## src/cpu_pkg.sv

```systemverilog
package cpu_pkg;

	//********************************************************************
	// machine sizes
	//********************************************************************

	localparam int xlen = 64;
	// depth of the shared sram in 64-bit words
	localparam int mem_words = 1024;
	// word index width into the sram
	localparam int mem_aw = $clog2(mem_words);
	localparam logic [xlen-1:0] reset_pc = '0;

	// major opcodes, rv64i subset
	localparam logic [6:0] opc_op     = 7'b0110011;
	localparam logic [6:0] opc_op_imm = 7'b0010011;
	localparam logic [6:0] opc_lui    = 7'b0110111;
	localparam logic [6:0] opc_branch = 7'b1100011;
	localparam logic [6:0] opc_jal    = 7'b1101111;
	localparam logic [6:0] opc_load   = 7'b0000011;
	localparam logic [6:0] opc_store  = 7'b0100011;

	// alu funct3
	localparam logic [2:0] f3_add = 3'b000;
	localparam logic [2:0] f3_slt = 3'b010;
	localparam logic [2:0] f3_xor = 3'b100;
	localparam logic [2:0] f3_or  = 3'b110;
	localparam logic [2:0] f3_and = 3'b111;
	// branch funct3
	localparam logic [2:0] f3_beq = 3'b000;
	localparam logic [2:0] f3_bne = 3'b001;
	// funct7 of sub, add otherwise
	localparam logic [6:0] f7_sub = 7'b0100000;

	typedef enum logic [2:0] {
		alu_add,
		alu_sub,
		alu_and,
		alu_or,
		alu_xor,
		alu_slt,
		alu_pass_b
	} alu_op_t;

	//********************************************************************
	// instruction word, one view per encoding format
	//********************************************************************

	typedef union packed {
		struct packed {
			logic [6:0] funct7;
			logic [4:0] rs2;
			logic [4:0] rs1;
			logic [2:0] funct3;
			logic [4:0] rd;
			logic [6:0] opcode;
		} r_fmt;
		struct packed {
			logic [11:0] imm;
			logic [4:0]  rs1;
			logic [2:0]  funct3;
			logic [4:0]  rd;
			logic [6:0]  opcode;
		} i_fmt;
		struct packed {
			logic [6:0] imm_hi;
			logic [4:0] rs2;
			logic [4:0] rs1;
			logic [2:0] funct3;
			logic [4:0] imm_lo;
			logic [6:0] opcode;
		} s_fmt;
		// branch offset bits are scattered
		struct packed {
			logic       imm_12;
			logic [5:0] imm_10_5;
			logic [4:0] rs2;
			logic [4:0] rs1;
			logic [2:0] funct3;
			logic [3:0] imm_4_1;
			logic       imm_11;
			logic [6:0] opcode;
		} b_fmt;
		struct packed {
			logic [19:0] imm;
			logic [4:0]  rd;
			logic [6:0]  opcode;
		} u_fmt;
		struct packed {
			logic       imm_20;
			logic [9:0] imm_10_1;
			logic       imm_11;
			logic [7:0] imm_19_12;
			logic [4:0] rd;
			logic [6:0] opcode;
		} j_fmt;
	} inst_u;

	//********************************************************************
	// stage links and memory port
	//********************************************************************

	typedef struct packed {
		logic [xlen-1:0] pc;
		inst_u           inst;
	} if_id_t;

	typedef struct packed {
		logic [xlen-1:0] pc;
		logic [4:0]      rd;
		logic [xlen-1:0] op_a;
		// rs2 or immediate
		logic [xlen-1:0] op_b;
		logic [xlen-1:0] store_data;
		logic [xlen-1:0] imm;
		alu_op_t         alu_op;
		logic            is_branch;
		logic            is_bne;
		logic            is_jal;
		logic            is_load;
		logic            is_store;
		logic            writes_rd;
	} id_ex_t;

	typedef struct packed {
		logic [xlen-1:0] pc;
		logic [4:0]      rd;
		// alu value, link address or memory address
		logic [xlen-1:0] result;
		logic [xlen-1:0] store_data;
		logic            is_load;
		logic            is_store;
		logic            writes_rd;
	} ex_mem_t;

	typedef struct packed {
		logic              valid;
		logic              write;
		logic [mem_aw-1:0] addr;
		logic [xlen-1:0]   wdata;
	} mem_req_t;

	typedef struct packed {
		logic            valid;
		logic [xlen-1:0] rdata;
	} mem_resp_t;

	// commit record, also the register file write port
	typedef struct packed {
		logic            valid;
		logic [xlen-1:0] pc;
		logic [4:0]      rd;
		logic [xlen-1:0] wdata;
		logic            wen;
	} retire_t;

endpackage
```

## src/cpu_decode.sv

```systemverilog
module cpu_decode (
	input  logic                     clk,
	input  logic                     reset,
	input  cpu_pkg::if_id_t          in,
	input  logic                     in_valid,
	output logic                     in_ready,
	output logic [4:0]               rs1,
	output logic [4:0]               rs2,
	input  logic [cpu_pkg::xlen-1:0] rdata1,
	input  logic [cpu_pkg::xlen-1:0] rdata2,
	input  cpu_pkg::retire_t         retire,
	input  logic                     flush,
	output cpu_pkg::id_ex_t          out,
	output logic                     out_valid,
	input  logic                     out_ready
);
	import cpu_pkg::*;

	inst_u           ins;
	id_ex_t          d;
	logic [xlen-1:0] imm_i;
	logic [xlen-1:0] imm_s;
	logic [xlen-1:0] imm_b;
	logic [xlen-1:0] imm_u;
	logic [xlen-1:0] imm_j;
	logic            uses_rs1;
	logic            uses_rs2;
	logic            hazard;
	logic            fire;
	logic            valid_q;
	logic [31:0]     busy;
	logic [31:0]     busy_next;

	function automatic alu_op_t alu_sel(input logic [2:0] f3, input logic sub);
		case (f3)
			f3_add:  return sub ? alu_sub : alu_add;
			f3_slt:  return alu_slt;
			f3_xor:  return alu_xor;
			f3_or:   return alu_or;
			f3_and:  return alu_and;
			default: return alu_add;
		endcase
	endfunction

	assign ins = in.inst;
	assign rs1 = ins.r_fmt.rs1;
	assign rs2 = ins.r_fmt.rs2;

	//********************************************************************
	// immediates, sign extended from each view
	//********************************************************************

	assign imm_i = {{52{ins.i_fmt.imm[11]}}, ins.i_fmt.imm};
	assign imm_s = {{52{ins.s_fmt.imm_hi[6]}}, ins.s_fmt.imm_hi, ins.s_fmt.imm_lo};
	assign imm_b = {{52{ins.b_fmt.imm_12}}, ins.b_fmt.imm_11, ins.b_fmt.imm_10_5,
		ins.b_fmt.imm_4_1, 1'b0};
	assign imm_u = {{32{ins.u_fmt.imm[19]}}, ins.u_fmt.imm, 12'b0};
	assign imm_j = {{44{ins.j_fmt.imm_20}}, ins.j_fmt.imm_19_12, ins.j_fmt.imm_11,
		ins.j_fmt.imm_10_1, 1'b0};

	// control decode, unknown opcodes pass as nop
	always_comb begin
		d = '0;
		d.pc = in.pc;
		d.rd = ins.r_fmt.rd;
		d.op_a = rdata1;
		d.op_b = rdata2;
		d.store_data = rdata2;
		d.alu_op = alu_add;
		uses_rs1 = 1'b0;
		uses_rs2 = 1'b0;
		case (ins.r_fmt.opcode)
			opc_op: begin
				uses_rs1 = 1'b1;
				uses_rs2 = 1'b1;
				d.writes_rd = 1'b1;
				d.alu_op = alu_sel(ins.r_fmt.funct3, ins.r_fmt.funct7 == f7_sub);
			end
			opc_op_imm: begin
				uses_rs1 = 1'b1;
				d.writes_rd = 1'b1;
				d.imm = imm_i;
				d.op_b = imm_i;
				d.alu_op = alu_sel(ins.i_fmt.funct3, 1'b0);
			end
			opc_lui: begin
				d.rd = ins.u_fmt.rd;
				d.writes_rd = 1'b1;
				d.imm = imm_u;
				d.op_b = imm_u;
				d.alu_op = alu_pass_b;
			end
			opc_branch: begin
				uses_rs1 = 1'b1;
				uses_rs2 = 1'b1;
				d.imm = imm_b;
				d.is_branch = ins.b_fmt.funct3 == f3_beq || ins.b_fmt.funct3 == f3_bne;
				d.is_bne = ins.b_fmt.funct3 == f3_bne;
			end
			opc_jal: begin
				d.rd = ins.j_fmt.rd;
				d.writes_rd = 1'b1;
				d.imm = imm_j;
				d.is_jal = 1'b1;
			end
			opc_load: begin
				uses_rs1 = 1'b1;
				d.writes_rd = 1'b1;
				d.imm = imm_i;
				d.op_b = imm_i;
				d.is_load = 1'b1;
			end
			opc_store: begin
				uses_rs1 = 1'b1;
				uses_rs2 = 1'b1;
				d.imm = imm_s;
				d.op_b = imm_s;
				d.is_store = 1'b1;
			end
			default: ;
		endcase
		// x0 target never marks the scoreboard
		d.writes_rd = d.writes_rd && d.rd != 5'd0;
	end

	//********************************************************************
	// scoreboard interlock
	//********************************************************************

	assign hazard = (uses_rs1 && busy[rs1]) || (uses_rs2 && busy[rs2])
		|| (d.writes_rd && busy[d.rd]);
	assign in_ready = !hazard && (!valid_q || out_ready);
	assign fire = in_valid && in_ready;
	// nothing moves to execute while a redirect is out
	assign out_valid = valid_q && !flush;

	always_comb begin
		busy_next = busy;
		if (retire.valid && retire.wen) begin
			busy_next[retire.rd] = 1'b0;
		end
		// dropped instruction gives its bit back
		if (flush && valid_q && out.writes_rd) begin
			busy_next[out.rd] = 1'b0;
		end
		if (fire && !flush && d.writes_rd) begin
			busy_next[d.rd] = 1'b1;
		end
	end

	always_ff @(posedge clk) begin
		if (reset) begin
			valid_q <= 1'b0;
			busy <= '0;
		end else begin
			busy <= busy_next;
			if (flush) begin
				valid_q <= 1'b0;
			end else if (fire) begin
				valid_q <= 1'b1;
			end else if (out_ready) begin
				valid_q <= 1'b0;
			end
		end
	end

	always_ff @(posedge clk) begin
		if (fire) begin
			out <= d;
		end
	end

endmodule

```

## config.mk

```make
export PLATFORM = sky130hd
export DESIGN_NAME = cpu_decode
export DESIGN_NICKNAME = d
export VERILOG_FILES = /design/src/cpu_pkg.sv /design/src/cpu_decode.sv
export SDC_FILE = /design/constraint.sdc
export NUM_CORES = 1
export LEC_CHECK = 0
export BUFFER_PORTS_ARGS = -buffer_cell sky130_fd_sc_hd__buf_2
export CAP_MARGIN = 30
export CORE_AREA = 2 2 279 281
export CTS_CLUSTER_DIAMETER = 30
export DETAILED_ROUTE_END_ITERATION = 12
export DIE_AREA = 0 0 281 283
export REMOVE_ABC_BUFFERS = 1
export SLEW_MARGIN = 20
export SYNTH_ARGS = -nofsm -noshare
export SYNTH_HDL_FRONTEND = slang
export SYNTH_SLANG_ARGS = --single-unit
```

## constraint.sdc

```tcl
create_clock -name clk -period 25.7 [get_ports clk]
set_clock_uncertainty 0.2 [all_clocks]
set_input_delay 2.57 -clock clk [delete_from_list [all_inputs] [get_ports clk]]
set_output_delay 2.57 -clock clk [all_outputs]
set_load 0.01 [all_outputs]
```

; ---- Word level (Yosys, flattened, before mapping)
; Index checks and enable logic that the tools add are counted.
[totals]
in_bits = 364
register_bits = 367
out_inout_bits = 346
wordCells = 100
[classes]
reduce_logical = 30
eq_ne = 13
bitwise = 5
muxes = 29
order_cmp = 8
[op_table]
columns = cell, count
row1 = 64-bit case mux with 5 select lines, 1
row2 = 64-bit case mux with 3 select lines, 1
row3 = 32-bit two-way mux, 3
row4 = 32-bit AND, 2
row5 = 32-bit inverter, 2
row6 = 32-bit bitwise OR, 1
row7 = "5-bit by 6-bit < comparator with 1-bit output, second input constant", 5
row8 = "7-bit by 6-bit equality test with 1-bit output, second input constant", 4
row9 = 1-bit binary-select mux with 5-bit select, 3
row10 = 1-bit demux with 5-bit select, 3
row11 = "5-bit by 1-bit >= comparator with 1-bit output, second input constant", 3
row12 = 1-bit logical AND, 15
row13 = 1-bit two-way mux, 15
row14 = 3-bit case mux with 5 select lines, 1
row15 = "7-bit equality test, second input constant", 2
row16 = 3-bit case mux with 4 select lines, 1
row17 = 5-bit OR reduction, 2
row18 = "3-bit equality test, second input constant", 3
row19 = 3-bit case mux with 3 select lines, 1
row20 = "7-bit by 2-bit equality test with 1-bit output, second input constant", 1
row21 = "7-bit by 5-bit equality test with 1-bit output, second input constant", 1
row22 = 5-bit nonzero test, 1
row23 = 1-bit logical OR, 4
row24 = 2-bit OR reduction, 2
row25 = 6 further kinds, 8

; ---- Longest topological paths before layout
; Gate-level depths: netlist of the first run.
[depth]
word_depth = 12
depth_mapped = 9
depth_no_buf = 7

; ---- Worst setup path after synthesis of the first run
; No wires, ideal clock.
[synth_timing]
path_type = input to register
start = input port in[16] (netlist bit)
end = register out[0] (netlist bit) (enable)
path_buffers = 1
slack_ns = 13.847
arrival_ns = 10.952
stages = 7
path_cell_list = buf_4 mux4_2 o31a_1 a311oi_2 nand3_4 inv_2 and2_1
[synth_between]
elab_chain_cells = 8
[synth_lines]
columns = element, line
row1 = from (decl), cpu_decode.sv:4  ; input cpu_pkg::if_id_t in,
row2 = 1-bit binary-select mux with 5-bit select, cpu_decode.sv:130  ; assign hazard = (uses_rs1 && busy[rs1]) || (uses_rs2 && busy[rs2])
row3 = 1-bit two-way mux (implied by the code), cpu_decode.sv:130
row4 = 1-bit logical AND, cpu_decode.sv:130
row5 = 1-bit logical OR, cpu_decode.sv:130
row6 = 1-bit logical OR, cpu_decode.sv:131  ; || (d.writes_rd && busy[d.rd]);
row7 = 1-bit zero test, cpu_decode.sv:132  ; assign in_ready = !hazard && (!valid_q || out_ready);
row8 = 1-bit logical AND, cpu_decode.sv:132
row9 = named net in_ready, cpu_decode.sv:6  ; output logic in_ready,
row10 = 1-bit logical AND, cpu_decode.sv:133  ; assign fire = in_valid && in_ready;
row11 = named net fire, cpu_decode.sv:29  ; logic fire;
row12 = to (signal assigned), cpu_decode.sv:169  ; out <= d;
row13 = to (decl), cpu_decode.sv:13  ; output cpu_pkg::id_ex_t out,
; The timed path passes the listed nets, and every way through them passes these cells. The select of a mux whose other input is x is not followed.
; A chain may end at the register's enable or synchronous reset.

; ---- Worst setup path in the final report of the first run
[layout_timing]
start = input port in[21] (netlist bit)
end = output port in_ready
[layout_between]
elab_chain_cells = 7
[layout_lines]
columns = element, line
row1 = 1-bit binary-select mux with 5-bit select, cpu_decode.sv:130
row2 = 1-bit two-way mux (implied by the code), cpu_decode.sv:130
row3 = 1-bit logical AND, cpu_decode.sv:130
row4 = 1-bit logical OR, cpu_decode.sv:130
row5 = 1-bit logical OR, cpu_decode.sv:131
row6 = 1-bit zero test, cpu_decode.sv:132
row7 = 1-bit logical AND, cpu_decode.sv:132
row8 = to (decl), cpu_decode.sv:6
; No other way between the ends. The select of a mux whose other input is x is not followed.

==> results.toml, run 1 <==
[status]
status = "finished clean"

[synthesis]
postSynthCellCount = 838
synth_top_family_by_area = "compound AO/OA/AOI/OAI gates"
syn_avg_cell_area_um2 = 15.9
yosysTopAreaCellShare_pct = 67.9
synth_compound_area_share_pct = 9.89
synth_cell_types = 61
synth_most_common_cell = "edfxtp_1"
synth-edff-count = 302
synthesis.area_um2 = 13400
synthSimpleGateAreaFrac_pct = 8.43
synth_top_cell_by_area = "edfxtp_1"
seq_area_frac_synth_pct = 72.8
async_flop_share_pct = 0
ys_ff_latch = 335
muxShareOfSynthArea_pct = 4.50
synth-xor-area-share_pct = 0.0655
yosysWarningCount = 0
synth_ff_type = "edfxtp_1"
synth.area.top_cells = "edfxtp_1 68%, dfxtp_1 4.9%, mux4_2 3.4%"
synth_commonest_cells = "302 x edfxtp_1, 52 x nand2_1, 45 x buf_4, 45 x nor2b_1, 43 x a21o_1"
synthAdderAreaFrac_pct = 0

[critical_path]
start_kind = "input port"
path_common_cell = "buf_2"
rrSetupSlack_ns = 20.92
slowest_stage = "mux4_2"
arrival_ns = 5.10
crit_required_ns = 22.93
reg2reg_from = "busy[4]$_SDFF_PP0_"
cp_slowest_stage_delay_ns = 0.60
crit_fanout = 16
rr_worst_depth = 9
worst_setup_path_end_kind = "output pin"
critPathBufInv = 3
worstPathCellList = "buf_2, mux4_2, mux2i_1, nand3b_1, nand3_1, nand3_4, inv_2, buf_2"
reg2reg_to = "out[128]$_DFFE_PP_"
crit_type = "in2out"
critPathTopFamily = "multiplexers"

[cts]
postCtsResizedCells = 0
cts-htree-levels = 3
post_cts_buffers = 0
cts_tree = "done"
numCtsBuffers = 80
clk_pin_slew_ns = 0.04
cts_hold_buf = 0
clockBufferDepth = 3
cts.sinks = 335
insertion_delay_ns = 0.62
cts-root-buf = "clkbuf_16"

[die]
std_cell_rows = 102
die_w_um = 281
coreArea_um2 = 76700
fp.dieH_um = 283
initial_core_util_pct = 17.4
pin_count = 710
die_area_um2 = 79500

[sta]
fin_crit_ns = 7.87
finalCritPeriodShare_pct = 30.6
slew_headroom_pct = 34.8
tightest_slew_ns = 0.978
tns_ns = 0
setup_viol = 0
final_hold_viol_count = 0
whs_ns = 0.333
slew_violations = 0
rsz0062_at_grt = "no"
max_freq_ghz = 0.127

[routing]
drt-total-wl_um = 58800
first_pass_iters = 6
dr.first_iter.drc_count = 759
ant_nets = 0
wl_per_cell_um = 23.0
vias_per_cell = 4.00
vias = 10200
route.detailed.drc = 0

[power_and_ir_drop]
p_switching_mw = 0.431
p_int_mw = 1.34
p_clk_share_pct = 56.4
p_comb_share_pct = 7.2
powerDensity_nw_per_um2 = 88.5
power_frac_seq_pct = 36.4
peakVddDrop_uv = 45.2
p_leak_nw = 8.16
swShare_pct = 24.3

[global_routing]
grt_first_pass_wirelength_um = 79700
gr-usage-met3_pct = 5.00
grt_usage_pct = 14.3
use_met1_pct = 16.7
first_global_vias = 10500
antenna_found_initial = 27
grt_max_degree = 78
grt_remaining_overflow = 0
globalRoute.busiestLayer = "met2"
grt_util_met2_pct = 23.7

[place]
dpl.hpwl_um = 43800
gp_congestion = 0.830
postPlaceCellArea_um2 = 17200
portBuffers = 581

[cells_and_area]
drive_above_1_share_pct = 51.6
area_growth_pct = 49.7
fin_area_um2 = 20000
fin_nets = 1794

[flow_run]
drv_cap = 0

[min_path]
hp-start = "busy[0]$_SDFF_PP0_"
min_to = "busy[0]$_SDFF_PP0_"
hold_depth = 1
hp-class = "reg2reg"
-- area by class of cell --
class / count / area, um^2
Clock inverter: 51 / 629
Timing Repair Buffer: 595 / 3080
Fill cell: 8001 / 56700
Sequential cell: 335 / 9730
Multi-Input combinational cell: 407 / 3090
Antenna cell: 14 / 35.0
Tap cell: 1040 / 1300
Clock buffer: 97 / 2100
Inverter: 11 / 41.3
-- worst max path at each step --
| stage | slack [ns] | from | endpoint | depth (start not counted) |
|---|---|---|---|---|
| 2_1_floorplan | 13.86 | in[16] | out[0]$_DFFE_PP_ | 7 |
| 3_5_place_dp | 17.67 | in[21] | in_ready | 8 |
| 4_1_cts | 17.67 | in[21] | in_ready | 8 |
| 5_1_grt | 17.64 | in[8] | in_ready | 8 |
| 3_3_place_gp | 17.67 | in[21] | in_ready | 8 |
| 6_report | 17.83 | in[21] | in_ready | 8 |
-- sequential cells by signal (all words and copies together), names as in the netlist --
register and cells:
out 302, valid_q 1, busy 32
-- power groups by stage --
stage	Clock, mW	Combinational, mW	Sequential, mW
final	0.998	0.128	0.644
after floorplan	0	0.0252	0.679
after global placement	0	0.126	0.654
after detailed placement	0	0.128	0.654
after global routing	1.05	0.138	0.646
after CTS	1.02	0.129	0.645
-- cells in the final DEF (no fill, tap or decap), drive strengths merged, types with 3 or more instances in the layout --
master	instances
or3	4
edfxtp	302
a221oi	4
nand3b	10
nand2	52
a21o	43
clkinv	30
a31oi	3
o221ai	31
inv	17
mux2i	14
clkbuf	97
a221o	20
nor2	26
nor3	10
mux4	20
buf	595
clkinvlp	8
a222oi	4
or2	3
or3b	4
and2	5
o21ai	39
nand4	5
bufinv	7
nor2b	45
nand3	26
dfxtp	33
a22o	5
diode	14
nand2b	5
-- routing by layer --
metal / routed length, um / vias up
li1: - / 4502
met5: 73 / -
met3: 5330 / 112
met1: 22900 / 5003
met2: 28900 / 562
met4: 1570 / 12
-- metrics by stage --
step	power [mW]	utilization [%]	instances	setup slack, ns
after global placement	0.779	22.3	2383	17.67
final	1.77	26.1	2550	17.83
after CTS	1.80	25.9	2532	17.67
after global routing	1.84	26.1	2545	17.64
after detailed placement	0.782	22.4	2384	17.67
after floorplan	0.705	-	753	13.86
-- logic make-up after synthesis --
kind of cell           after synthesis
flip-flops                         335
AND/OR/NAND/NOR                    205
AO/OA/AOI/OAI                      166
buffers and inverters               96
multiplexers                        35
XOR/XNOR                             1
-- worst register-to-register path, stage by stage (launching register included) --
cell,delay (ns)
dfxtp_1,0.35
mux4_2,0.47
a22oi_1,0.19
a31oi_1,0.25
a311oi_2,0.43
nand3_4,0.33
inv_2,0.14
and2_4,0.50
buf_4,0.67
buf_4,0.83
Power figures use the tool's default switching activity.
==> run 2, diff against run 1 <==
ABC_AREA = 1   (was default)
CORE_AREA = 2 2 275 277   (was 2 2 279 281)
DIE_AREA = 0 0 277 279   (was 0 0 281 283)
clock period = 6.91 ns   (was 25.7 ns; I/O delays follow)
==> results.toml, run 2 <==
[routing]
vias = 11400
vias_per_cell = 4.09
first_pass_iters = 5
wl_per_cell_um = 20.6
drt-total-wl_um = 57500
ant_nets = 0
route.detailed.drc = 0
dr.first_iter.drc_count = 1027

[global_routing]
grt_usage_pct = 14.3
grt_first_pass_wirelength_um = 78800
first_global_vias = 11000
antenna_found_initial = 28
grt_remaining_overflow = 0
grt_max_degree = 73

[cells_and_area]
drive_above_1_share_pct = 44.9
area_growth_pct = 48.8
multiInputGateArea_um2 = 3080
layout_commonest_cell = "buf_2"
final_cell_mix = "581 x buf_2, 302 x edfxtp_1, 273 x nand2_1"
fin_area_um2 = 20500
fin_nets = 2104
regArea_um2 = 9730
largest_register_ffs = 302
layout.cells.non_filler = 2791
fill_cells = 7721
largest-register = "out"
largestRegisters = "out (302), busy (32), valid_q (1)"

[power_and_ir_drop]
swShare_pct = 23.4
p_switching_mw = 1.62
p_comb_share_pct = 7.8
peakVddDrop_uv = 147
p_int_mw = 5.31
p_total_mw = 6.94
p_leak_nw = 8.75
p_clk_share_pct = 57.5
power_frac_seq_pct = 34.7
powerDensity_nw_per_um2 = 338

[synthesis]
async_flop_share_pct = 0
synthesis.area_um2 = 13800
synth_top_family_by_area = "simple AND/OR/NAND/NOR gates"
ys_ff_latch = 335
synth_commonest_cells = "302 x edfxtp_1, 273 x nand2_1, 104 x inv_1"
yosysWarningCount = 0
synth_compound_area_share_pct = 6.77
muxShareOfSynthArea_pct = 0
synth.area.top_cells = "edfxtp_1 66%, nand2_1 7.4%, dfxtp_1 4.8%"
synth-edff-count = 302
synth_most_common_cell = "edfxtp_1"
postSynthCellCount = 1130
synthSimpleGateAreaFrac_pct = 15.5
synth_cell_types = 37
syn_avg_cell_area_um2 = 12.2
seq_area_frac_synth_pct = 70.5
yosysTopAreaCellShare_pct = 65.8
synth_top_cell_by_area = "edfxtp_1"
synth-xor-area-share_pct = 0
synthAdderAreaFrac_pct = 0
synth_ff_type = "edfxtp_1"

[critical_path]
crit_fanout = 15
worst_setup_path_end_kind = "output pin"
crit_type = "in2out"
critPathLaunch = "in[1]"
crit_required_ns = 6.02
arrival_ns = 2.95
start_kind = "input port"
reg2reg_from = "busy[21]$_SDFF_PP0_"

[cts]
numCtsBuffers = 82
cts.sinks = 335
postCtsResizedCells = 0
cts-htree-levels = 3
cts_tree = "done"
post_cts_buffers = 0
cts-root-buf = "clkbuf_16"
insertion_delay_ns = 0.59
cts_hold_buf = 0
clk_pin_slew_ns = 0.05
clockBufferDepth = 3

[min_path]
hp-start = "rdata1[3]"
hp-class = "in2reg"

[die]
fp.dieH_um = 279
die_area_um2 = 77300
pin_count = 710
coreArea_um2 = 74100
die_w_um = 277
initial_core_util_pct = 18.6
std_cell_rows = 100

[sta]
slew_headroom_pct = 35.1
slew_violations = 0
rsz0062_at_grt = "no"
finalCritPeriodShare_pct = 55.6
max_freq_ghz = 0.261
fin_crit_ns = 3.84
tns_ns = 0
final_hold_viol_count = 0
setup_viol = 0
tightest_slew_ns = 0.973

[place]
postPlaceCellArea_um2 = 17600
place_inst = 2624
dpl.hpwl_um = 44100
gp_congestion = 0.899
portBuffers = 581

[status]
status = "finished clean"

[flow_run]
drv_cap = 0
run 2: power by group through the flow:
stage	Sequential (mW)	Clock [mW]	Combinational (mW)
2_1_floorplan	2.53	0	0.126
5_1_grt	2.42	4.17	0.583
3_3_place_gp	2.44	0	0.535
3_5_place_dp	2.45	0	0.541
6_report	2.41	3.99	0.540
4_1_cts	2.41	4.06	0.543
run 2: path summary, 6_finish.rpt:
check        cells after the start                   to  slack (ns)
max                             13             in_ready        3.07
min                              1   out[204]$_DFFE_PP_        0.06
max reg2reg                     15   out[182]$_DFFE_PP_        4.02
min reg2reg                      2  busy[26]$_SDFF_PP0_        0.32
run 2: logic make-up (layout without fill, tap and decap cells):
group | after synthesis | count (layout)
AND/OR/NAND/NOR | 473 | 473
flip-flops | 335 | 335
buffers and inverters | 193 | 873
AO/OA/AOI/OAI | 129 | 129
other | 0 | 12
run 2: final cells by class:
cell class              instances  area share (%)
flip-flops and latches        335            47.4
repair buffers                607            15.3
multi-input cells             602            15.0
clock buffers                  96            10.5
well taps                     969            5.91
clock inverters                58            3.60
inverters                     112            2.06
diodes                         12           0.146
run 2: critical path, stage by stage:
cell	delay (ns)
buf_2	0.09
nand2_1	0.13
nor2_1	0.07
nand2_1	0.67
nand3_1	0.37
nand2_1	0.29
nor2_1	0.07
nand3_1	0.08
nand2_1	0.08
inv_2	0.08
nand3_4	0.12
inv_1	0.08
buf_2	0.12
run 2: per-layer routing:
metal	share of wire [%]	vias up	global-route usage [%]	routed length, um
met2	48	669	23.1	27600
met4	3.2	6	5.82	1830
met5	0.061	-	0	35
met1	39	5410	17.2	22400
met3	9.9	125	5.27	5690
li1	-	5201	-	-
run 2: through the flow:
stage / utilization (%) / hold WS (ns) / setup WS (ns)
after floorplan: - / 0.258 / 1.70
after detailed placement: 23.7 / 0.303 / 2.44
after global routing: 27.7 / 0.0226 / 2.85
after global placement: 23.7 / 0.289 / 2.21
after CTS: 27.6 / 0.0116 / 3.05
final: 27.7 / 0.0612 / 3.07
