==> config.mk <==
export PLATFORM = sky130hd
export DESIGN_NAME = cpu_lsu_wb
export DESIGN_NICKNAME = d
export VERILOG_FILES = /design/src/cpu_pkg.sv /design/src/cpu_lsu_wb.sv
export SDC_FILE = /design/constraint.sdc
export NUM_CORES = 1
export LEC_CHECK = 0
export BUFFER_PORTS_ARGS = -buffer_cell sky130_fd_sc_hd__buf_2
export CAP_MARGIN = 10
export CELL_PAD_IN_SITES_DETAIL_PLACEMENT = 0
export CELL_PAD_IN_SITES_GLOBAL_PLACEMENT = 1
export CORE_AREA = 2 2 187 189
export DETAILED_ROUTE_END_ITERATION = 10
export DIE_AREA = 0 0 189 191
export PLACE_DENSITY_LB_ADDON = 0.08
export SYNTH_ARGS = -nofsm -noshare
export SYNTH_HDL_FRONTEND = slang
export SYNTH_SLANG_ARGS = --single-unit
==> constraint.sdc <==
create_clock -name clk -period 12.2 [get_ports clk]
set_input_delay 0.61 -clock clk [delete_from_list [all_inputs] [get_ports clk]]
set_output_delay 0.61 -clock clk [all_outputs]
set_load 0.02 [all_outputs]
==> src/cpu_pkg.sv <==
package cpu_pkg;

	//********************************************************************
	// machine sizes
	//********************************************************************

	localparam int xlen = 64;
	// depth of the shared sram in 64-bit words
	localparam int mem_words = 1024;
	// word index width into the sram
	localparam int mem_aw = $clog2(mem_words);
	localparam logic [xlen-1:0] reset_pc = '0;

	// major opcodes, rv64i subset
	localparam logic [6:0] opc_op     = 7'b0110011;
	localparam logic [6:0] opc_op_imm = 7'b0010011;
	localparam logic [6:0] opc_lui    = 7'b0110111;
	localparam logic [6:0] opc_branch = 7'b1100011;
	localparam logic [6:0] opc_jal    = 7'b1101111;
	localparam logic [6:0] opc_load   = 7'b0000011;
	localparam logic [6:0] opc_store  = 7'b0100011;

	// alu funct3
	localparam logic [2:0] f3_add = 3'b000;
	localparam logic [2:0] f3_slt = 3'b010;
	localparam logic [2:0] f3_xor = 3'b100;
	localparam logic [2:0] f3_or  = 3'b110;
	localparam logic [2:0] f3_and = 3'b111;
	// branch funct3
	localparam logic [2:0] f3_beq = 3'b000;
	localparam logic [2:0] f3_bne = 3'b001;
	// funct7 of sub, add otherwise
	localparam logic [6:0] f7_sub = 7'b0100000;

	typedef enum logic [2:0] {
		alu_add,
		alu_sub,
		alu_and,
		alu_or,
		alu_xor,
		alu_slt,
		alu_pass_b
	} alu_op_t;

	//********************************************************************
	// instruction word, one view per encoding format
	//********************************************************************

	typedef union packed {
		struct packed {
			logic [6:0] funct7;
			logic [4:0] rs2;
			logic [4:0] rs1;
			logic [2:0] funct3;
			logic [4:0] rd;
			logic [6:0] opcode;
		} r_fmt;
		struct packed {
			logic [11:0] imm;
			logic [4:0]  rs1;
			logic [2:0]  funct3;
			logic [4:0]  rd;
			logic [6:0]  opcode;
		} i_fmt;
		struct packed {
			logic [6:0] imm_hi;
			logic [4:0] rs2;
			logic [4:0] rs1;
			logic [2:0] funct3;
			logic [4:0] imm_lo;
			logic [6:0] opcode;
		} s_fmt;
		// branch offset bits are scattered
		struct packed {
			logic       imm_12;
			logic [5:0] imm_10_5;
			logic [4:0] rs2;
			logic [4:0] rs1;
			logic [2:0] funct3;
			logic [3:0] imm_4_1;
			logic       imm_11;
			logic [6:0] opcode;
		} b_fmt;
		struct packed {
			logic [19:0] imm;
			logic [4:0]  rd;
			logic [6:0]  opcode;
		} u_fmt;
		struct packed {
			logic       imm_20;
			logic [9:0] imm_10_1;
			logic       imm_11;
			logic [7:0] imm_19_12;
			logic [4:0] rd;
			logic [6:0] opcode;
		} j_fmt;
	} inst_u;

	//********************************************************************
	// stage links and memory port
	//********************************************************************

	typedef struct packed {
		logic [xlen-1:0] pc;
		inst_u           inst;
	} if_id_t;

	typedef struct packed {
		logic [xlen-1:0] pc;
		logic [4:0]      rd;
		logic [xlen-1:0] op_a;
		// rs2 or immediate
		logic [xlen-1:0] op_b;
		logic [xlen-1:0] store_data;
		logic [xlen-1:0] imm;
		alu_op_t         alu_op;
		logic            is_branch;
		logic            is_bne;
		logic            is_jal;
		logic            is_load;
		logic            is_store;
		logic            writes_rd;
	} id_ex_t;

	typedef struct packed {
		logic [xlen-1:0] pc;
		logic [4:0]      rd;
		// alu value, link address or memory address
		logic [xlen-1:0] result;
		logic [xlen-1:0] store_data;
		logic            is_load;
		logic            is_store;
		logic            writes_rd;
	} ex_mem_t;

	typedef struct packed {
		logic              valid;
		logic              write;
		logic [mem_aw-1:0] addr;
		logic [xlen-1:0]   wdata;
	} mem_req_t;

	typedef struct packed {
		logic            valid;
		logic [xlen-1:0] rdata;
	} mem_resp_t;

	// commit record, also the register file write port
	typedef struct packed {
		logic            valid;
		logic [xlen-1:0] pc;
		logic [4:0]      rd;
		logic [xlen-1:0] wdata;
		logic            wen;
	} retire_t;

endpackage
==> src/cpu_lsu_wb.sv <==
module cpu_lsu_wb (
	input  logic               clk,
	input  logic               reset,
	input  cpu_pkg::ex_mem_t   in,
	input  logic               in_valid,
	output logic               in_ready,
	output cpu_pkg::mem_req_t  req,
	input  cpu_pkg::mem_resp_t resp,
	input  logic               grant,
	output cpu_pkg::retire_t   retire
);
	import cpu_pkg::*;

	ex_mem_t cur;
	logic    cur_valid;
	logic    is_mem;
	logic    done;
	logic    fire;

	assign is_mem = cur.is_load || cur.is_store;
	// alu ops finish at once, ld and sd on their response
	assign done = cur_valid && (!is_mem || resp.valid);
	assign in_ready = !cur_valid || done;
	assign fire = in_valid && in_ready;

	//********************************************************************
	// retire record, also the register write
	//********************************************************************

	always_comb begin
		retire.valid = done;
		retire.pc = cur.pc;
		retire.rd = cur.rd;
		retire.wdata = cur.is_load ? resp.rdata : cur.result;
		// stores and x0 targets carry wen low
		retire.wen = cur.writes_rd;
	end

	always_ff @(posedge clk) begin
		if (reset) begin
			cur_valid <= 1'b0;
			req.valid <= 1'b0;
		end else begin
			if (fire) begin
				cur_valid <= 1'b1;
			end else if (done) begin
				cur_valid <= 1'b0;
			end
			// request held until the arbiter grants it
			if (req.valid && grant) begin
				req.valid <= 1'b0;
			end
			if (fire && (in.is_load || in.is_store)) begin
				req.valid <= 1'b1;
			end
		end
		if (fire) begin
			cur <= in;
			req.write <= in.is_store;
			// byte address to word index, aligned 64-bit only
			req.addr <= in.result[mem_aw+2:3];
			req.wdata <= in.store_data;
		end
	end

endmodule

# After elaboration in Yosys (flattened, before gate mapping)
# Cells that the tools add are included.
[totals]
register_bits = 212
output_inout_bits = 212
[op_classes]
muxes = 5
reduce_logical = 12
[op_table]
columns = ["cell", "count"]
rows = [
  ["64-bit 2-to-1 mux", 1],
  ["1-bit logical AND", 4],
  ["1-bit logical OR", 4],
  ["1-bit 2-to-1 mux", 4],
  ["2-bit nonzero test", 2],
  ["1-bit zero test", 2],
]

# Longest topological paths before layout
# Gate-level depths: netlist of the first run.
[depth]
word_depth = 8
mapped_depth = 3

# Worst setup path before layout of the first run
# Ideal clock, no wire load.
[synth_path]
path_type = "input-to-reg"
start = "input port resp[64] (netlist name)"
end = "register cur[100] (netlist name) (enable)"
arrival_ns = 5.362
path_slack_ns = 6.253
stages = 2
path_buffers = 0
path_cell_list = "or3b_4 > and2_1"
[synth_between]
elab_chain_len = 4
[synth_lines]
columns = ["element", "line_no", "source"]
rows = [
  ["start: declaration", "cpu_lsu_wb.sv:8", "input cpu_pkg::mem_resp_t resp,"],
  ["1-bit logical OR", "cpu_lsu_wb.sv:22", "assign done = cur_valid && (!is_mem || resp.valid);"],
  ["1-bit logical AND", "cpu_lsu_wb.sv:22", ""],
  ["1-bit logical OR", "cpu_lsu_wb.sv:23", "assign in_ready = !cur_valid || done;"],
  ["1-bit logical AND", "cpu_lsu_wb.sv:24", "assign fire = in_valid && in_ready;"],
  ["via fire", "cpu_lsu_wb.sv:18", "logic fire;"],
  ["end signal: assignment", "cpu_lsu_wb.sv:58", "cur <= in;"],
  ["end: declaration", "cpu_lsu_wb.sv:14", "ex_mem_t cur;"],
]
# The timed path passes the listed nets, and every way through them passes these cells.
# A chain may end at the register's enable or synchronous reset.

# Final worst setup path of the first run
[layout_path]
start = "register cur[2] (netlist name)"
end = "register req[12] (netlist name) (enable)"
[layout_between]
elab_chain_len = 6
[layout_lines]
columns = ["element", "line_no", "source"]
rows = [
  ["1-bit logical OR", "cpu_lsu_wb.sv:20", "assign is_mem = cur.is_load || cur.is_store;"],
  ["1-bit zero test", "cpu_lsu_wb.sv:22", ""],
  ["1-bit logical OR", "cpu_lsu_wb.sv:22", ""],
  ["1-bit logical AND", "cpu_lsu_wb.sv:22", ""],
  ["1-bit logical OR", "cpu_lsu_wb.sv:23", ""],
  ["1-bit logical AND", "cpu_lsu_wb.sv:24", ""],
  ["via fire", "cpu_lsu_wb.sv:18", ""],
  ["end: declaration", "cpu_lsu_wb.sv:7", "output cpu_pkg::mem_req_t req,"],
]
# The timed path passes the listed nets, and every way through them passes these cells.

==> flow_summary.json, run 1 <==
{
  "status": "finished clean",
  "synth.distinct_cells": 14,
  "postRouteAntennaNets": 0,
  "synth_xor_area_frac": 0,
  "io_buffers": 480,
  "syn_area_um2": 7520,
  "period_minus_slack_ns": 2.98,
  "worstSetupStartpoint": "cur[2]",
  "rsz0062_at_grt": "no",
  "synthAdderAreaFrac": 0,
  "path_max_fanout": 55,
  "max_slew_margin": 0.425,
  "rows": 68,
  "grt_usage": 0.118,
  "synthCells": 365,
  "fillers": 3485,
  "grt_pass1_vias": 5085,
  "fp.dieH_um": 191,
  "grt_pass1_wl_mm": 31.7,
  "routed_via_density": 3.71,
  "tns_ns": 0,
  "ys_top_cells_by_area": "edfxtp_1 80%, mux2_2 9.6%, buf_4 8.3%",
  "placed_cell_area_um2": 9830,
  "postCtsHoldBufs": 0,
  "drtPass1Iterations": 4,
  "fin_skew_ns": 0.0115,
  "gp_congestion": 0.820,
  "arrival_ns": 3.12,
  "setup_viol": 0,
  "synth_mux_area_frac": 0.0959,
  "regToRegStartpoint": "cur[2]",
  "leakage_nw": 4.48,
  "clkSinkCount": 202,
  "tightest_slew_ns": 0.863,
  "yosysSeqAreaShare": 0.804,
  "synth_top_family_by_area": "multiplexers",
  "hold_class": "input pin to flop",
  "wirelength_mm": 22.5,
  "drc_errors": 0,
  "crit_top_cell": "buf_4",
  "required_ns": 12.33,
  "fmax_mhz": 335,
  "final-hold-violation-count": 0,
  "cts-root-buf": "clkbuf_16",
  "slew_violations": 0,
  "worst_path_max_delay_cell": "buf_4",
  "crit_path_end_kind": "flop",
  "ctsResizeCount": 0,
  "cts_setup_buffers": 0,
  "place_hpwl_mm": 17.6,
  "maxCapViolations": 0,
  "htree_levels": 1,
  "avgSynthCellArea_um2": 20.6,
  "ys_warn_count": 0,
  "synth_area_leader_cell": "edfxtp_1",
  "finalNetCount": 1055,
  "fin_crit_sh": 0.245,
  "vias": 4676,
  "clk_pin_slew_ns": 0.06,
  "grt_antenna_before_repair": 10,
  "yosys.area_share.simple": 0.00499,
  "holdCritStartpoint": "in[27]",
  "max_stage_delay_ns": 0.69,
  "overflow": 0,
  "synth_fp_nets": 634,
  "initial_core_util": 0.220,
  "fin_area_um2": 10500,
  "drive_gt1_frac": 0.723,
  "io_pins": 481,
  "die_w_um": 189,
  "avgRoutedWirePerCell_um": 17.9,
  "area.growth.synth_to_final_pct": 40.1,
  "worstSkewPairLatency_ns": 0.51,
  "fin_hold_ws_ns": 0.270,
  "synth_top_area_frac": 0.799,
  "cts_buffer_depth": 3,
  "synth-seq-cells": 202,
  "dieArea_um2": 36100,
  "grt_max_degree": 66,
  "drt_iter0_drc": 133,
  "powerDensity_nw_per_um2": 157,
  "numCtsBuffers": 24,
  "worst-setup-path-type": "flop to flop",
  "ir_drop_mv": 0.0889,
  "path_cells": "nor2_1 > or3b_4 > and2_4 > buf_4 > buf_4",
  "coreArea_um2": 34100,
  "worstSetupStartpointType": "flop",
  "final_util": 0.309,
  "cts_tree": "yes",
  "synth_compound_area_frac": 0.00266
}
==> placed cells by master (no fill, tap or decap), types with 2 or more instances in the layout <==
| cell | netlist | routed |
|---|---|---|
| clkbuf_1 | 0 | 6 |
| buf_2 | 0 | 480 |
| nor2_1 | 2 | 2 |
| diode_2 | 0 | 5 |
| clkinv_1 | 0 | 6 |
| edfxtp_1 | 200 | 200 |
| dfxtp_1 | 2 | 2 |
| buf_4 | 83 | 4 |
| clkinv_2 | 0 | 2 |
| mux2_2 | 64 | 64 |
| clkbuf_16 | 0 | 25 |
==> worst max-delay path, delay by kind of cell (launching register included) <==
kind | cells | cell delay (ns)
flops | 1 | 0.39
simple gates | 3 | 0.83
buf+inv | 2 | 1.31
==> cell type report <==
class | count | area [um^2] | area share
clock inverter | 9 | 40.0 | 0.00380
antenna | 5 | 12.5 | 0.00119
timing repair buffer | 484 | 2430 | 0.231
tap | 455 | 569 | 0.0541
sequential | 202 | 6050 | 0.574
inverter | 1 | 3.75 | 0.000356
clock buffer | 31 | 648 | 0.0615
multi-input combinational | 73 | 781 | 0.0741
==> path summary, 6_finish.rpt <==
kind              endpoint  depth (start not counted)  slack [ns]
setup reg to reg   req[12]                          5        9.22
hold / removal     req[24]                          1        0.27
setup / recovery   req[12]                          5        9.22
hold reg to reg    req[75]                          2        0.63
==> cell families (layout without fill, tap and decap cells) <==
family,after synthesis,after routing
mux,64,64
buf+inv,90,525
compound gates,3,3
flops,202,202
simple gates,6,6
other cells,0,5
==> flip-flops by register name, indices dropped and copies added, names as in the netlist <==
register   count
cur           57
req           74
retire        70
cur_valid      1
==> layer usage <==
metal / vias up / part of all wire / wire, um / GRT usage
li1: 2148 / - / - / -
met1: 2174 / 0.31 / 6890 / 0.108
met2: 301 / 0.53 / 11900 / 0.220
met3: 43 / 0.14 / 3160 / 0.0663
met4: 10 / 0.022 / 495 / 0.0337
met5: - / 0.0031 / 69 / 0
==> stage by stage <==
| stage | setup WS, ns | std cells | power (W) |
|---|---|---|---|
| finish | 9.22 | 1260 | 0.00166 |
| global route | 8.97 | 1257 | 0.00173 |
| CTS | 9.16 | 1255 | 0.00169 |
| detailed placement | 9.08 | 1215 | 0.00104 |
| global placement | 9.19 | 1215 | 0.00104 |
| floorplan | 6.25 | 365 | 0.000966 |
==> cells in the mapped netlist <==
master    number
edfxtp_1     200
or3b_4         1
o21a_1         1
nor3b_1        1
mux2_2        64
buf_4         83
and2_1         1
a21oi_1        1
buf_6          6
a21o_1         1
nor2_1         2
dfxtp_1        2
nor3_1         1
inv_1          1
==> power by group <==
part	leakage [nW]	internal [W]	switching, W
registers	1.96	0.000813	0.0000109
logic	2.19	0.0000777	0.000120
clock network	0.333	0.000369	0.000267
Power figures use the tool's default switching activity.
==> run 2, diff against run 1 <==
CORE_AREA = 2 2 189 191   (was 2 2 187 189)
DIE_AREA = 0 0 191 193   (was 0 0 189 191)
clock period = 2.95 ns   (was 12.2 ns; I/O delays follow)
==> run 2 against run 1 <==
First-iteration DRC count down 13%. Die area rose by 2.1%. Power rose to 4.4 times the previous value. Clock skew fell by 0.0012 ns. Clock power increased to 4.4 times the previous value. Sequential power rose to 4.1 times the previous value. Global-route usage rose by 0.36 points. Hold slack got worse by 0.13 ns. Flip-flop and latch count unchanged. Count of clock-buffer cells in the layout decreased by 3. Critical path depth fell by 2. Final cell count grew 17%.
==> flow_summary.json, run 2 (same netlist as run 1, synthesis figures left out) <==
{
  "cts_buffer_depth": 3,
  "worst-setup-path-type": "flop to output port",
  "slew_violations": 0,
  "setup_viol": 0,
  "worstHoldPathCells": 2,
  "required_ns": 2.80,
  "tightest_slew_ns": 0.848,
  "area.growth.synth_to_final_pct": 68.4,
  "powerDensity_nw_per_um2": 576,
  "tns_ns": 0,
  "worstSetupStartpointType": "flop",
  "postCtsHoldBufs": 204,
  "r2r.worst_path.cells": 4,
  "io_pins": 481,
  "ir_drop_mv": 0.427,
  "fin_hold_ws_ns": 0.144,
  "rows": 69,
  "path_cells": "buf_4 > mux2_2 > buf_2",
  "cts_tree": "yes",
  "place_hpwl_mm": 18.0,
  "leakage_nw": 5.38,
  "finalNetCount": 1260,
  "multi_input_area_um2": 781,
  "fp.dieH_um": 193,
  "arrival_ns": 2.15,
  "clk_pin_slew_ns": 0.06,
  "max_stage_delay_ns": 0.65,
  "postRouteAntennaNets": 0,
  "rsz0062_at_grt": "no",
  "wirelength_mm": 24.1,
  "dieArea_um2": 36900,
  "clkSinkCount": 202,
  "maxCapViolations": 0,
  "most-common-layout-cells": "480 x buf_2, 204 x dlygate4sd3_1, 200 x edfxtp_1",
  "overflow": 0,
  "die_w_um": 191,
  "hold_class": "input pin to flop",
  "top_register": "req",
  "avgRoutedWirePerCell_um": 16.4,
  "cts_setup_buffers": 0,
  "grt_pass1_vias": 6037,
  "worstSkewPairLatency_ns": 0.52,
  "vias": 5476,
  "htree_levels": 1,
  "drtPass1Iterations": 4,
  "initial_core_util": 0.215,
  "crit_cells": 3,
  "numCtsBuffers": 24,
  "max_slew_margin": 0.435,
  "routed_via_density": 3.73,
  "coreArea_um2": 35000,
  "worst_path_max_delay_cell": "buf_4",
  "status": "finished clean",
  "drc_errors": 0,
  "path_max_fanout": 64,
  "grt_usage": 0.121,
  "fillers": 3455,
  "grt_antenna_before_repair": 1,
  "final-hold-violation-count": 0,
  "final_common_cell": "buf_2",
  "fmax_mhz": 435,
  "fin_crit_sh": 0.779,
  "io_buffers": 480,
  "grt_max_degree": 77,
  "drt_iter0_drc": 116,
  "fin_skew_ns": 0.0103,
  "cts-root-buf": "clkbuf_16",
  "gp_congestion": 0.768,
  "period_minus_slack_ns": 2.30,
  "ctsResizeCount": 0,
  "regArea_um2": 6050,
  "crit_family": "buffers and inverters",
  "grt_pass1_wl_mm": 34.0,
  "crit_path_end_kind": "output port",
  "drive_gt1_frac": 0.576,
  "largest_register_ffs": 74,
  "critPathBufInv": 2
}
[run 2: final timing paths]
check	start	end	slack, ns
worst min register to register	cur_valid	cur[115]	1.03
worst min-delay path	in_valid	cur[115]	0.14
worst max register to register	cur[2]	cur[80]	1.15
worst max-delay path	cur[2]	retire[62]	0.65
[run 2: power breakdown]
part	switching, W	total (W)	internal (W)
registers	0.0000457	0.00341	0.00336
clock network	0.00114	0.00283	0.00170
logic	0.000544	0.00105	0.000505
[run 2: final cells by class]
| type | count | share of cell area |
|---|---|---|
| Sequential cell | 202 | 0.477 |
| Timing Repair Buffer | 689 | 0.356 |
| Multi-Input combinational cell | 73 | 0.0617 |
| Clock buffer | 28 | 0.0503 |
| Tap cell | 461 | 0.0455 |
| Clock inverter | 14 | 0.00869 |
| Inverter | 1 | 0.000296 |
| Antenna cell | 1 | 0.000198 |
[run 2: worst reg2reg max path, cell delays in order, from the launching register on]
cell and delay (ns):
edfxtp_1 0.39, nor2_1 0.15, or3b_4 0.16, and2_4 0.31, buf_12 0.37
[run 2: per-stage QoR]
step,instance area (um^2),power [W],worst slack (ns),std cells,util
3_5_place_dp,9870,0.00431,1.14,1222,0.282
6_report,12700,0.00729,0.651,1469,0.362
3_3_place_gp,9870,0.00431,1.16,1222,0.282
2_1_floorplan,7520,0.00397,0.383,365,-
4_1_cts,12700,0.00744,0.570,1468,0.362
5_1_grt,12700,0.00761,0.531,1469,0.362
[run 2: per-layer routing]
metal | vias up | part of all wire | global-route usage | wire length, um
met4 | 0 | 0.022 | 0.0358 | 526
met2 | 322 | 0.51 | 0.219 | 12200
met3 | 30 | 0.12 | 0.0530 | 2910
met5 | - | 0 | 0 | 0
met1 | 2561 | 0.35 | 0.127 | 8490
li1 | 2563 | - | - | -
==> run 3, diff against run 2 <==
ABC_AREA = 1   (was default)
CORE_AREA = 2 2 188 190   (was 2 2 189 191)
DIE_AREA = 0 0 190 192   (was 0 0 191 193)
clock period = 2.2 ns   (was 2.95 ns; I/O delays follow)
==> run 3 against run 2 <==
Sequential share of layout area decreased by 0.23 points. Critical endpoint is now retire[55]. Final cell count increased by 8.9%. Critical path type unchanged. Combinational power increased by 35%. Setup slack got worse by 0.44 ns. Sequential power is 34% higher.
==> flow_summary.json, run 3 <==
{
  "status": "finished clean",
  "clockPowerShare": 0.394,
  "overflow": 0,
  "tns_ns": 0,
  "path_max_fanout": 64,
  "htree_levels": 1,
  "wirelength_mm": 25.1,
  "ys_top_cells_by_area": "edfxtp_1 79%, nand2_1 9.6%, buf_4 8.2%",
  "grt_pass1_vias": 6268,
  "numCtsBuffers": 25,
  "combPwrFrac": 0.144,
  "leakage_nw": 5.74,
  "routed_via_density": 3.72,
  "worstSkewPairLatency_ns": 0.52,
  "path_cells": "inv_2 > buf_6 > nand2_1 > nand2_1 > buf_2",
  "grt_util_met3": 0.0587,
  "crit_top_cell": "nand2_1",
  "final_common_cell": "buf_2",
  "synth_compound_area_frac": 0.00230,
  "rsz0062_at_grt": "no",
  "synth_xor_area_frac": 0,
  "place_hpwl_mm": 18.4,
  "die_w_um": 190,
  "grt_max_degree": 75,
  "swShare": 0.247,
  "avgRoutedWirePerCell_um": 15.7,
  "fin_crit_sh": 0.902,
  "coreArea_um2": 34300,
  "dp.cells": 1349,
  "worstSetupStartpointType": "flop",
  "synth_area_leader_cell": "edfxtp_1",
  "finalNetCount": 1394,
  "ys_warn_count": 0,
  "synth_edf_count": 200,
  "fin_skew_ns": 0.0183,
  "avgSynthCellArea_um2": 15.1,
  "ir_drop_mv": 0.573,
  "synth_top_family_by_area": "buffers and inverters",
  "async_flop_share": 0,
  "period_minus_slack_ns": 1.99,
  "crit_path_end_kind": "output port",
  "setup_viol": 0,
  "grt_usage": 0.131,
  "initial_core_util": 0.222,
  "synthCells": 504,
  "powerDensity_nw_per_um2": 777,
  "gp_congestion": 0.735,
  "use_met2": 0.244,
  "drt_iter0_drc": 172,
  "top_register": "req",
  "vias": 5948,
  "final_cells": 1600,
  "tightest_slew_ns": 0.533,
  "grt_pass1_wl_mm": 36.1,
  "final_util": 0.371,
  "synth_mux_area_frac": 0,
  "worst_path_max_delay_cell": "edfxtp_1",
  "synth_most_common_cell": "edfxtp_1",
  "postRouteAntennaNets": 0,
  "clkSinkCount": 202,
  "hold_class": "input pin to flop",
  "rows": 68,
  "cts-root-buf": "clkbuf_16",
  "drc_errors": 0,
  "ys.flop_type": "edfxtp_1",
  "largest_register_ffs": 74,
  "grt_antenna_before_repair": 3,
  "yosys.area_share.simple": 0.0989,
  "arrival_ns": 1.88,
  "slew_violations": 0,
  "total_power_w": 0.00989,
  "clk_pin_slew_ns": 0.06,
  "max_stage_delay_ns": 0.41,
  "synthAdderAreaFrac": 0,
  "dieArea_um2": 36500,
  "yosysSeqAreaShare": 0.793,
  "io_buffers": 480,
  "synth_commonest_cells": "200 x edfxtp_1, 195 x nand2_1, 83 x buf_4",
  "grt.busiest_layer": "met2",
  "fp.dieH_um": 192,
  "synth.distinct_cells": 13,
  "drive_gt1_frac": 0.461,
  "synth_fp_nets": 773,
  "synth-seq-cells": 202,
  "final-hold-violation-count": 0,
  "cts_buffer_depth": 3,
  "maxCapViolations": 0,
  "most-common-layout-cells": "480 x buf_2, 204 x dlygate4sd3_1, 200 x edfxtp_1",
  "switching_power_w": 0.00244,
  "worst-setup-path-type": "flop to output port",
  "seqPwrFrac": 0.462,
  "power.internal_w": 0.00745,
  "required_ns": 2.09,
  "use_met1": 0.132,
  "area.growth.synth_to_final_pct": 67.0,
  "fmax_mhz": 504,
  "io_pins": 481,
  "max_slew_margin": 0.645,
  "syn_area_um2": 7620,
  "synth_top_area_frac": 0.788,
  "drtPass1Iterations": 4,
  "cts_tree": "yes"
}
run 3: cell count changes in the layout (fill, tap and decap cells not counted), sizes merged, moves of 2 or more:
cell | before | now
inv | 1 | 5
nand3 | 0 | 2
clkinv | 11 | 14
nand2 | 0 | 195
mux2 | 64 | 0
nor2 | 2 | 0
run 3: stage by stage:
stage          setup slack (ns)  hold WS, ns  area (um^2)
6_report                  0.215        0.295        12700
5_1_grt                  0.0585        0.262        12700
4_1_cts                   0.125        0.250        12700
3_5_place_dp              0.520        0.288         9900
3_3_place_gp              0.506        0.286         9900
2_1_floorplan             -1.84        0.179         7640
run 3: repair_timing:
| action | CTS | global route |
|---|---|---|
| endpoints found under the hold margin | 202 | 0 |
| hold buffers | 204 | 0 |
| setup buffers | 0 | 0 |
| setup endpoints to repair | 3 | 0 |
| resized for setup | 2 | 0 |
run 3: path summary, 6_finish.rpt:
kind | startpoint | endpoint | slack [ns] | depth (start not counted)
setup / recovery | cur[2] | retire[55] | 0.21 | 5
hold / removal | in[50] | req[47] | 0.30 | 2
setup reg to reg | cur[2] | cur[130] | 0.50 | 6
hold reg to reg | req[75] | req[75] | 1.01 | 3
run 3: metal layers:
metal  share of wire  vias up
met5         0.00052        -
met4           0.022        2
met3            0.12       38
met2            0.52      319
met1            0.34     2701
li1                -     2888
run 3: worst max-delay path, delay by kind of cell, from the launching register on:
family	cells	cell delay, ns
buffers and inverters	3	0.66
and+or+nand+nor	2	0.25
DFF	1	0.41
run 3: cell type report:
type | count | area, um^2
multi-input combinational | 201 | 788
inverter | 5 | 22.5
clock inverter | 18 | 136
antenna | 1 | 2.50
clock buffer | 28 | 637
timing repair buffer | 690 | 4520
fill | 3462 | 21600
sequential | 202 | 6050
tap | 455 | 569
run 3: cells by family (layout without fill, tap and decap cells):
family / Yosys count / in the layout
AOI/OAI and AO/OA: 3 / 3
other: 0 / 1
DFF: 202 / 202
buffers and inverters: 101 / 741
and+or+nand+nor: 198 / 198
run 3: power by group through the flow:
stage	Clock [W]	Combinational (W)	Sequential (W)
final	0.00390	0.00142	0.00457
after detailed placement	0	0.00115	0.00465
after floorplan	0	0.000598	0.00476
after global routing	0.00423	0.00154	0.00459
after global placement	0	0.00116	0.00465
after CTS	0.00407	0.00146	0.00457
